## config.mk

```make
export PLATFORM = sky130hd
export DESIGN_NAME = execTail
export DESIGN_NICKNAME = d
export VERILOG_FILES = /design/src/hw/execPkg.sv /design/src/hw/loadExtend.sv /design/src/hw/holdTimer.sv /design/src/hw/memWaitFsm.sv /design/src/hw/exStage3.sv /design/src/hw/execTail.sv
export VERILOG_INCLUDE_DIRS = /design/src /design/src/hw
export SDC_FILE = /design/constraint.sdc
export NUM_CORES = 1
export LEC_CHECK = 0
export BUFFER_PORTS_ARGS = -buffer_cell sky130_fd_sc_hd__buf_2
export CELL_PAD_IN_SITES_DETAIL_PLACEMENT = 1
export CELL_PAD_IN_SITES_GLOBAL_PLACEMENT = 1
export CORE_ASPECT_RATIO = 1.5
export CORE_MARGIN = 5
export CORE_UTILIZATION = 32
export DETAILED_ROUTE_END_ITERATION = 7
export PLACE_DENSITY_LB_ADDON = 0.1
export SLEW_MARGIN = 20
export SYNTH_ARGS = -nofsm -noshare
export SYNTH_HDL_FRONTEND = slang
export SYNTH_SLANG_ARGS = --single-unit
```

## constraint.sdc

```tcl
create_clock -name clock -period 2.7 [get_ports clock]
set_input_delay 0.54 -clock clock [delete_from_list [all_inputs] [get_ports clock]]
set_output_delay 0.54 -clock clock [all_outputs]
set_load 0.02 [all_outputs]
```

## src/hw/exec_defines.svh

```systemverilog
// execute back end widths, zero-register id, pairing bit and memory hold limit
`ifndef EXEC_DEFINES_SVH
`define EXEC_DEFINES_SVH

// data path width
`define EXEC_XLEN 64

// register id width, top bit marks paired / high registers
`define EXEC_GPR_W 7

// bit of a register id that flags a paired or high register
`define EXEC_GPR_PAIR_BIT 6

// zero register, writing it means no write at all
`define EXEC_GPR_ZZR 7'h00

// hold cycles in a row that are still tolerated before a fault
`define EXEC_HOLD_LIMIT 12

// hold counter width, counter saturates at all ones
`define EXEC_HOLD_CNT_W 4

`endif

```

## src/hw/execPkg.sv

```systemverilog
// execPkg: register id, stage command, load format and memory status types
`include "exec_defines.svh"

package execPkg;

	// register id, bit 6 set for paired / high regs
	typedef logic [`EXEC_GPR_W-1:0] gprId_t;

	// stage command as seen by EX3
	typedef enum logic [2:0] {
		UCMD_NOP       = 3'd0,	// nothing
		UCMD_ALU       = 3'd1,	// result already forwarded from EX1/EX2
		UCMD_STORE     = 3'd2,	// memory op, no register write
		UCMD_LOAD      = 3'd3,	// load, result ready now
		UCMD_LOAD_HELD = 3'd4,	// load written through the held port
		UCMD_MUL3      = 3'd5	// multiply, late result
	} uCmd_t;

	// load narrowing / extension format
	typedef enum logic [2:0] {
		LDFMT_Q   = 3'd0,	// full 64
		LDFMT_L   = 3'd1,	// signed 32
		LDFMT_UL  = 3'd2,	// unsigned 32
		LDFMT_W   = 3'd3,	// signed 16
		LDFMT_UW  = 3'd4,	// unsigned 16
		LDFMT_B   = 3'd5,	// signed 8
		LDFMT_UB  = 3'd6,	// unsigned 8
		LDFMT_T48 = 3'd7	// signed 48
	} loadFmt_t;

	// data cache status, code 01 reads as ready
	typedef enum logic [1:0] {
		MEMOK_READY = 2'b00,
		MEMOK_HOLD  = 2'b10,
		MEMOK_FAULT = 2'b11
	} memOk_t;

endpackage

```

## src/hw/loadExtend.sv

```systemverilog
// loadExtend: narrows raw load data to the load format and sign or zero extends it
`timescale 1ns/1ps
`include "exec_defines.svh"

module loadExtend
	import execPkg::*;
(
	input  logic [`EXEC_XLEN-1:0] memDataIn,	// raw word from the data cache
	input  loadFmt_t              opLdFmt,
	output logic [`EXEC_XLEN-1:0] ldValue
);

	// sign bits of each narrow field
	logic sign8;
	logic sign16;
	logic sign32;
	logic sign48;

	assign sign8  = memDataIn[7];
	assign sign16 = memDataIn[15];
	assign sign32 = memDataIn[31];
	assign sign48 = memDataIn[47];

	always_comb begin
		ldValue = memDataIn;	// Q passes through
		case (opLdFmt)
			LDFMT_Q: begin
				ldValue = memDataIn;
			end
			LDFMT_L: begin
				ldValue = {{(`EXEC_XLEN-32){sign32}}, memDataIn[31:0]};
			end
			LDFMT_UL: begin
				ldValue = {{(`EXEC_XLEN-32){1'b0}}, memDataIn[31:0]};
			end
			LDFMT_W: begin
				ldValue = {{(`EXEC_XLEN-16){sign16}}, memDataIn[15:0]};
			end
			LDFMT_UW: begin
				ldValue = {{(`EXEC_XLEN-16){1'b0}}, memDataIn[15:0]};
			end
			LDFMT_B: begin
				ldValue = {{(`EXEC_XLEN-8){sign8}}, memDataIn[7:0]};
			end
			LDFMT_UB: begin
				ldValue = {{(`EXEC_XLEN-8){1'b0}}, memDataIn[7:0]};
			end
			LDFMT_T48: begin
				// 48-bit pointer style load, always signed
				ldValue = {{(`EXEC_XLEN-48){sign48}}, memDataIn[47:0]};
			end
			default: begin
				ldValue = memDataIn;
			end
		endcase
	end

endmodule

```

## src/hw/holdTimer.sv

```systemverilog
// holdTimer: saturating count of consecutive memory hold cycles with a limit flag
`timescale 1ns/1ps
`include "exec_defines.svh"

module holdTimer (
	input  logic clock,
	input  logic reset,
	input  logic holdRun,		// high while the wait FSM sits in WAIT
	output logic holdExpired	// count reached the tolerated limit
);

	localparam logic [`EXEC_HOLD_CNT_W-1:0] cntMax = '1;	// saturation point, 15
	localparam logic [`EXEC_HOLD_CNT_W-1:0] cntLimit = `EXEC_HOLD_LIMIT;

	logic [`EXEC_HOLD_CNT_W-1:0] holdCnt;

	always_ff @(posedge clock) begin
		if (reset) begin
			holdCnt <= '0;
		end else if (!holdRun) begin
			holdCnt <= '0;	// any break in the hold restarts the count
		end else if (holdCnt != cntMax) begin
			holdCnt <= holdCnt + 1'b1;
		end
	end

	// zero-cycle flag straight off the counter
	assign holdExpired = (holdCnt >= cntLimit);

endmodule

```

## src/hw/memWaitFsm.sv

```systemverilog
// memWaitFsm: memory wait FSM driving the stage stall level and the sticky fault
`timescale 1ns/1ps

module memWaitFsm
	import execPkg::*;
(
	input  logic   clock,
	input  logic   reset,
	input  logic   memOp,		// stage holds a load or store
	input  memOk_t memDataOK,	// status from the data cache
	input  logic   holdExpired,	// from holdTimer
	output logic   exHold,		// stall, same cycle
	output logic   memFault,	// sticky until reset
	output logic   holdRun		// count enable for holdTimer
);

	typedef enum logic [1:0] {
		stRun     = 2'd0,
		stWait    = 2'd1,
		stFaulted = 2'd2
	} waitState_t;

	waitState_t state;
	waitState_t stateNext;

	// status decode, 01 falls through as ready
	logic okHold;
	logic okFault;

	assign okHold  = (memDataOK == MEMOK_HOLD);
	assign okFault = (memDataOK == MEMOK_FAULT);

	always_comb begin
		stateNext = state;
		case (state)
			stRun: begin
				if (memOp && okFault)
					stateNext = stFaulted;
				else if (memOp && okHold)
					stateNext = stWait;	// first hold cycle
			end
			stWait: begin
				if ((memOp && okFault) || holdExpired)
					stateNext = stFaulted;	// hard fault or held too long
				else if (!okHold)
					stateNext = stRun;	// cache came back
			end
			stFaulted: begin
				stateNext = stFaulted;	// only reset leaves
			end
			default: begin
				stateNext = stRun;
			end
		endcase
	end

	always_ff @(posedge clock) begin
		if (reset)
			state <= stRun;
		else
			state <= stateNext;
	end

	// stall only while a live memory op sees hold
	assign exHold   = memOp && okHold && (state != stFaulted);
	assign holdRun  = (state == stWait);
	assign memFault = (state == stFaulted);

endmodule

```

## src/hw/exStage3.sv

```systemverilog
// exStage3: third execute stage, picks fast and held writes and registers them
`timescale 1ns/1ps
`include "exec_defines.svh"

module exStage3
	import execPkg::*;
(
	input  logic                  clock,
	input  logic                  reset,
	input  uCmd_t                 opUCmd,
	input  logic                  opBraFlush,	// branch flush, cancels writes
	input  gprId_t                regIdRn1,		// dest forwarded from EX1/EX2
	input  logic [`EXEC_XLEN-1:0] regValRn1,
	input  gprId_t                regIdRm,		// load / multiply destination
	input  logic [`EXEC_XLEN-1:0] regValMulRes,
	input  logic [`EXEC_XLEN-1:0] ldValue,		// extended load data
	input  logic                  exHold,		// stall from the wait FSM
	input  logic                  memFault,		// sticky memory fault
	output logic                  memOp,
	output gprId_t                regIdRn2,		// fast port
	output logic [`EXEC_XLEN-1:0] regValRn2,
	output gprId_t                regIdRn4,		// held port
	output logic [`EXEC_XLEN-1:0] regValRn4
);

	// next-cycle write values
	gprId_t                nextIdRn2;
	logic [`EXEC_XLEN-1:0] nextValRn2;
	gprId_t                nextIdRn4;
	logic [`EXEC_XLEN-1:0] nextValRn4;

	// result selection
	logic [`EXEC_XLEN-1:0] valOutDfl;
	logic [`EXEC_XLEN-1:0] valOutHeld;
	logic                  doOutDfl;
	logic                  doOutHeld;
	logic                  killWrite;

	assign killWrite = opBraFlush || exHold || memFault;

	always_comb begin
		valOutDfl  = '0;
		valOutHeld = '0;
		doOutDfl   = 1'b0;
		doOutHeld  = 1'b0;
		memOp      = 1'b0;

		case (opUCmd)
			UCMD_STORE: begin
				memOp = 1'b1;	// nothing to write back
			end
			UCMD_LOAD: begin
				memOp     = 1'b1;
				valOutDfl = ldValue;
				doOutDfl  = 1'b1;
			end
			UCMD_LOAD_HELD: begin
				memOp      = 1'b1;
				valOutHeld = ldValue;
				// paired / high dest handled elsewhere, keep the forward
				doOutHeld  = !regIdRm[`EXEC_GPR_PAIR_BIT];
			end
			UCMD_MUL3: begin
				valOutHeld = regValMulRes;
				doOutHeld  = 1'b1;
			end
			default: begin
				// NOP and ALU just forward
			end
		endcase
	end

	always_comb begin
		nextIdRn2  = regIdRn1;	// forward by default
		nextValRn2 = regValRn1;
		nextIdRn4  = regIdRn1;
		nextValRn4 = regValRn1;

		if (doOutHeld) begin
			nextIdRn2  = regIdRm;	// reserve the dest, value comes later
			nextValRn2 = '0;
			nextIdRn4  = regIdRm;
			nextValRn4 = valOutHeld;
		end

		if (doOutDfl) begin
			nextIdRn2  = regIdRm;
			nextValRn2 = valOutDfl;
			nextIdRn4  = regIdRm;
			nextValRn4 = valOutDfl;
		end

		// flush, stall bubble or dead memory, no writes
		if (killWrite) begin
			nextIdRn2 = `EXEC_GPR_ZZR;
			nextIdRn4 = `EXEC_GPR_ZZR;
		end
	end

	always_ff @(posedge clock) begin
		if (reset) begin
			regIdRn2  <= `EXEC_GPR_ZZR;
			regValRn2 <= '0;
			regIdRn4  <= `EXEC_GPR_ZZR;
			regValRn4 <= '0;
		end else begin
			regIdRn2  <= nextIdRn2;
			regValRn2 <= nextValRn2;
			regIdRn4  <= nextIdRn4;
			regValRn4 <= nextValRn4;
		end
	end

endmodule

```

## src/hw/execTail.sv

```systemverilog
// execTail: execute back end top with stage 3, load extender, wait FSM and hold timer
`timescale 1ns/1ps
`include "exec_defines.svh"

module execTail
	import execPkg::*;
(
	input  logic                  clock,
	input  logic                  reset,
	input  uCmd_t                 opUCmd,
	input  loadFmt_t              opLdFmt,
	input  logic                  opBraFlush,
	input  gprId_t                regIdRn1,
	input  logic [`EXEC_XLEN-1:0] regValRn1,
	input  gprId_t                regIdRm,
	input  logic [`EXEC_XLEN-1:0] regValMulRes,
	input  logic [`EXEC_XLEN-1:0] memDataIn,
	input  memOk_t                memDataOK,
	output gprId_t                regIdRn2,		// fast write
	output logic [`EXEC_XLEN-1:0] regValRn2,
	output gprId_t                regIdRn4,		// held write
	output logic [`EXEC_XLEN-1:0] regValRn4,
	output logic                  exHold,
	output logic                  memFault
);

	logic [`EXEC_XLEN-1:0] ldValue;	// extended load data into EX3
	logic                  memOp;
	logic                  holdRun;
	logic                  holdExpired;

	loadExtend ldExt_i (
		.memDataIn (memDataIn),
		.opLdFmt   (opLdFmt),
		.ldValue   (ldValue)
	);

	exStage3 ex3_i (
		.clock        (clock),
		.reset        (reset),
		.opUCmd       (opUCmd),
		.opBraFlush   (opBraFlush),
		.regIdRn1     (regIdRn1),
		.regValRn1    (regValRn1),
		.regIdRm      (regIdRm),
		.regValMulRes (regValMulRes),
		.ldValue      (ldValue),
		.exHold       (exHold),
		.memFault     (memFault),
		.memOp        (memOp),
		.regIdRn2     (regIdRn2),
		.regValRn2    (regValRn2),
		.regIdRn4     (regIdRn4),
		.regValRn4    (regValRn4)
	);

	// only place the cache status gets decoded
	memWaitFsm waitFsm_i (
		.clock       (clock),
		.reset       (reset),
		.memOp       (memOp),
		.memDataOK   (memDataOK),
		.holdExpired (holdExpired),
		.exHold      (exHold),
		.memFault    (memFault),
		.holdRun     (holdRun)
	);

	holdTimer holdTmr_i (
		.clock       (clock),
		.reset       (reset),
		.holdRun     (holdRun),
		.holdExpired (holdExpired)
	);

endmodule

```

### After elaboration in Yosys (flattened, before gate mapping)

Index checks and enable logic that the tools add are counted.

* register bits: 141
* input bits: 217
* output and inout port bits: 144
* logic and storage cells: 57

* add/subtract/negate cells: 1
* magnitude comparators: 1
* equal/unequal tests: 19
* mux-type cells: 17
* bitwise gates (word level): 1
* reduce and logical (&&, ||, !) cells: 13

Operators by type and width (number)
* 64-bit one-hot mux with 8 select lines: 1
* 64-bit two-way mux: 5
* 64-bit one-hot mux with 2 select lines: 1
* 3-bit equality test, second input constant: 6
* 7-bit two-way mux: 2
* 3-bit by 2-bit equality test with 1-bit output, second input constant: 4
* 2-bit two-way mux: 4
* 2-bit equality test, second input constant: 3
* 2-bit one-hot mux with 3 select lines: 1
* 4-bit by 1-bit adder with 4-bit output, second input constant: 1
* 4-bit greater-or-equal comparator, second input constant: 1
* 4-bit inequality test, second input constant: 1
* 2-bit OR reduction: 2
* 3-bit by 1-bit equality test with 1-bit output, second input constant: 1
* 1-bit logical AND: 3
* 3-bit zero test: 1
* 1-bit logical OR: 3
* 3-bit by 1-bit inequality test with 1-bit output, second input constant: 1
* 3-bit inequality test, second input constant: 1
* 3-bit OR reduction: 1
* 2-bit by 1-bit equality test with 1-bit output, second input constant: 1
* 2-bit zero test: 1
* 1-bit two-way mux: 2
* 2-bit inequality test, second input constant: 1
* other kinds (4): 4

### Longest topological paths before layout

* word-level depth: 8
* mapped depth: 8
* depth with buffers taken out: 4

### By module

From an unflattened synthesis, not the netlist that was laid out.

* cells, all modules: 747
* area total of the unflattened synthesis: 7038.0 um^2

Modules (own cells, without submodules)
* exStage3: times used 1, cells each 613, area an instance 5880.6 um^2, seq. area each 2702.6 um^2
* loadExtend: times used 1, cells each 100, area an instance 832.0 um^2, seq. area each 0.0 um^2
* holdTimer: times used 1, cells each 21, area an instance 205.2 um^2, seq. area each 80.1 um^2
* memWaitFsm: times used 1, cells each 13, area an instance 120.1 um^2, seq. area each 40.0 um^2

### Worst setup path after synthesis

OpenSTA, ideal clock, no wires.

* kind: input port to output port
* from: input port opUCmd[0]
* to: output port exHold
* arrival: 1.783 ns
* data required time: 2.160 ns
* path slack: 0.377 ns
* stages: 4
* buffers on the path: 1
* cell sequence: buf_2 > nor3b_2 > o21ai_0 > nor3_1

* word-level cells in the longest chain between the ends: 5
* elaborated cells on any way between the ends: 7
* classes of those cells: eq/ne (3); mux (1); reduce/logical (3)

Ends and longest elaborated chain
* from (decl): line execTail.sv:10 `input uCmd_t opUCmd,`
* 3-bit by 2-bit equality test with 1-bit output / 3-bit equality test (equally long branches): line exStage3.sv:48 `case (opUCmd)`
* 3-bit OR reduction (no source line) *
* 1-bit two-way mux *: line exStage3.sv:48
* 1-bit logical AND * (2 in series): line memWaitFsm.sv:65 `assign exHold = memOp && okHold && (state != stFaulted);`
* to (decl): line execTail.sv:23 `output logic exHold,`

Every way passes the cells marked *; elsewhere a longest branch is shown, timed or not.

### Worst setup path after layout

Ends and elaborated chain as after synthesis.

==> flow_summary.json <==
{
  "ant_nets": 0,
  "clockPowerShare_pct": 41.7,
  "layout-drive-gt1-share_pct": 43.4,
  "wl_per_cell_um": 20.9,
  "clockRootBuffer": "clkbuf_16",
  "n_fill_cell": 2469,
  "critPathMaxFanout": 9,
  "postCtsResizedCells": 0,
  "crit_arrival_ps": 1580,
  "rr_endpoint": "ex3_i.regIdRn2[3]",
  "io_buffer_count": 360,
  "drv_cap": 0,
  "fin_nets": 1236,
  "clk_pin_slew_ps": 70,
  "syn2layout_area_growth_pct": 40.5,
  "grt_pass1_vias": 7175,
  "clk_latency_ps": 420,
  "p_per_area_mw_per_mm2": 636,
  "gp_congestion": 0.787,
  "rrSetupSlack_ps": 1420,
  "yosysSeqAreaShare_pct": 43.7,
  "tightest_slew_ps": 1090,
  "irDropWorstVdd_mv": 0.336,
  "hp-class": "input pin to register",
  "rows": 63,
  "critPathKind": "input pin to output pin",
  "switchingPower_mw": 1.65,
  "ys_ff_latch": 141,
  "grt_usage_pct": 22.4,
  "clock-sinks": 141,
  "whs_endpoint": "ex3_i.regValRn2[39]",
  "max_slew_margin_pct": 27.5,
  "cts_hold_buffers": 0,
  "postCtsSetupRepairBufs": 0,
  "p_seq_share_pct": 39.3,
  "cp.required_ps": 2160,
  "hold_viol_final": 0,
  "drt_iter0_markers": 344,
  "post-dp-hpwl_um": 20600,
  "cp-start-kind": "input pin",
  "numCtsBuffers": 17,
  "yosys_warnings": 0,
  "skew_ps": 13.6,
  "finalSetupTns_ps": 0,
  "switching_share_pct": 28.6,
  "grt_max_degree": 65,
  "drt-vias-per-instance": 5.34,
  "p_int_mw": 4.12,
  "r2r_start": "waitFsm_i.state[1]",
  "hold-path-cell-count": 3,
  "syn_nets": 915,
  "die_w_um": 126,
  "overflow": 0,
  "synthesis.area_mm2": 0.00646,
  "fin_cells": 1297,
  "setup_viol": 0,
  "cts_tree": "done",
  "rsz0062_at_grt": "no",
  "drt_first_pass_iters": 7,
  "grt_pass1_wl_um": 40900,
  "start_util_pct": 32.5,
  "layout_min_cycle_time_ps": 2120,
  "combPwrFrac_pct": 19.0,
  "antenna_found_initial": 8,
  "avgSynthCellArea_um2": 9.27,
  "htreeDepth": 4,
  "die-area_mm2": 0.0232,
  "report.final.slew_viol_count": 0,
  "synth_cell_type_count": 45,
  "leakagePower_nw": 4.44,
  "wl_um": 27100,
  "status": "complete, no violations",
  "coreArea_mm2": 0.0199,
  "min_from": "regValRn1[39]",
  "fmax_mhz": 471,
  "drc_errors": 0,
  "clockBufferDepth": 2,
  "dpl.cell_count": 1259,
  "vias": 6930,
  "syn_inst": 697,
  "die_h_um": 184,
  "crit_start": "opUCmd[0]",
  "r2r_cells": 4,
  "end_kind": "output pin",
  "finalCritPeriodShare_pct": 78.6,
  "ioPinCount": 361
}
-- metrics by stage --
stage          instance area [um^2]  hold WS [ps]  setup slack [ps]  power (mW)  util (%)
2_1_floorplan                  6460           471               377        2.94         -
3_3_place_gp                   8460           525               354        3.41      42.6
3_5_place_dp                   8460           519               321        3.42      42.6
4_1_cts                        9060           312               522        5.83      45.6
5_1_grt                        9070           330               428        6.02      45.7
6_report                       9070           334               577        5.77      45.7
-- registers in the layout, indices dropped and copies added, names as in the netlist --
register,flops
ex3_i.regValRn4,64
holdTmr_i.holdCnt,4
ex3_i.regValRn2,64
waitFsm_i.state,2
ex3_i.regIdRn2,7
-- area by class of cell --
class,instances,area [um^2],share of cell area [%]
clock buffers,19,433,4.77
clock inverters,13,164,1.81
repair buffers,381,2010,22.1
diodes,6,15.0,0.165
well taps,260,325,3.59
inverters,32,120,1.32
flip-flops and latches,141,2820,31.1
multi-input cells,445,3180,35.1
-- cells in the final DEF (no fill, tap or decap), types with 15 or more instances in the layout --
cell type / count
a2111oi_0: 32
clkbuf_16: 17
o31ai_1: 15
buf_4: 17
nand2_1: 50
buf_2: 360
o21a_1: 15
dfxtp_1: 141
nor2_1: 29
o21ai_0: 45
o211ai_1: 33
a22oi_1: 16
inv_1: 32
and2_1: 17
a32o_1: 15
a22o_1: 17
a221o_1: 40
a21oi_1: 26
-- logic make-up (layout without fill, tap and decap cells) --
family	count (synthesis)	after routing	share of synthesized area [%]
xor+xnor	1	1	0.136
compound gates	295	295	34.9
simple gates	129	129	9.74
fa+ha+maj	1	1	0.194
other cells	0	6	0
flops	141	141	43.7
mux	19	19	3.78
buf+inv	111	445	7.59
-- synth_stat cells, drive strengths merged --
cell type    n  share of area (%)
a2111oi     32                4.3
a211o        8                1.1
a211oi       2               0.23
a21o         1               0.12
a21oi       26                2.0
a221o       40                6.2
a221oi       1               0.14
a22o        17                2.3
a22oi       16                1.9
a31oi        2               0.19
a32o        24                3.9
and2        17                1.6
and3         9               0.87
and3b        3               0.41
and4b        2               0.31
buf         26                2.7
clkbuf      53                3.1
dfxtp      141                 44
ha           1               0.19
inv         32                1.9
mux2        16                3.3
mux2i        3               0.46
nand2       51                3.0
nand2b       3               0.29
nand3        3               0.23
nor2        29                1.7
nor2b        5               0.48
nor3         5               0.56
nor3b        1               0.19
o211ai      33                3.8
o21a        15                1.7
o21ai       53                4.2
o21bai       1               0.12
o22ai        9               0.87
o31ai       15                1.7
or3          1              0.097
xnor2        1               0.14
-- layer usage --
layer | up-vias | share of wire (%) | global-route usage [%]
li1 | 3292 | - | -
met1 | 3335 | 37 | 24.2
met2 | 262 | 53 | 40.7
met3 | 35 | 7.7 | 7.06
met4 | 6 | 2.2 | 8.29
met5 | - | 0.11 | 0
-- worst max-delay path: stages --
cell	delay [ps]
buf_2	150
nor3b_2	250
o21ai_0	200
nor3_1	220
buf_2	220
-- power by group through the flow --
stage                     Clock [mW]  Combinational, mW  Sequential, mW
after floorplan                    0              0.432            2.51
after detailed placement           0               1.11            2.32
after global placement             0               1.10            2.31
after CTS                       2.45               1.11            2.27
final                           2.41               1.10            2.27
after global routing            2.55               1.19            2.28
-- worst max path at each step --
| stage | endpoint | cells after the start | slack, ps |
|---|---|---|---|
| 4_1_cts | exHold | 5 | 520 |
| 3_5_place_dp | ex3_i.regValRn4[20] | 6 | 320 |
| 6_report | exHold | 5 | 580 |
| 5_1_grt | exHold | 5 | 430 |
| 3_3_place_gp | ex3_i.regValRn4[22] | 6 | 350 |
| 2_1_floorplan | exHold | 4 | 380 |
Note: power is estimated with default switching activity, not from simulation.
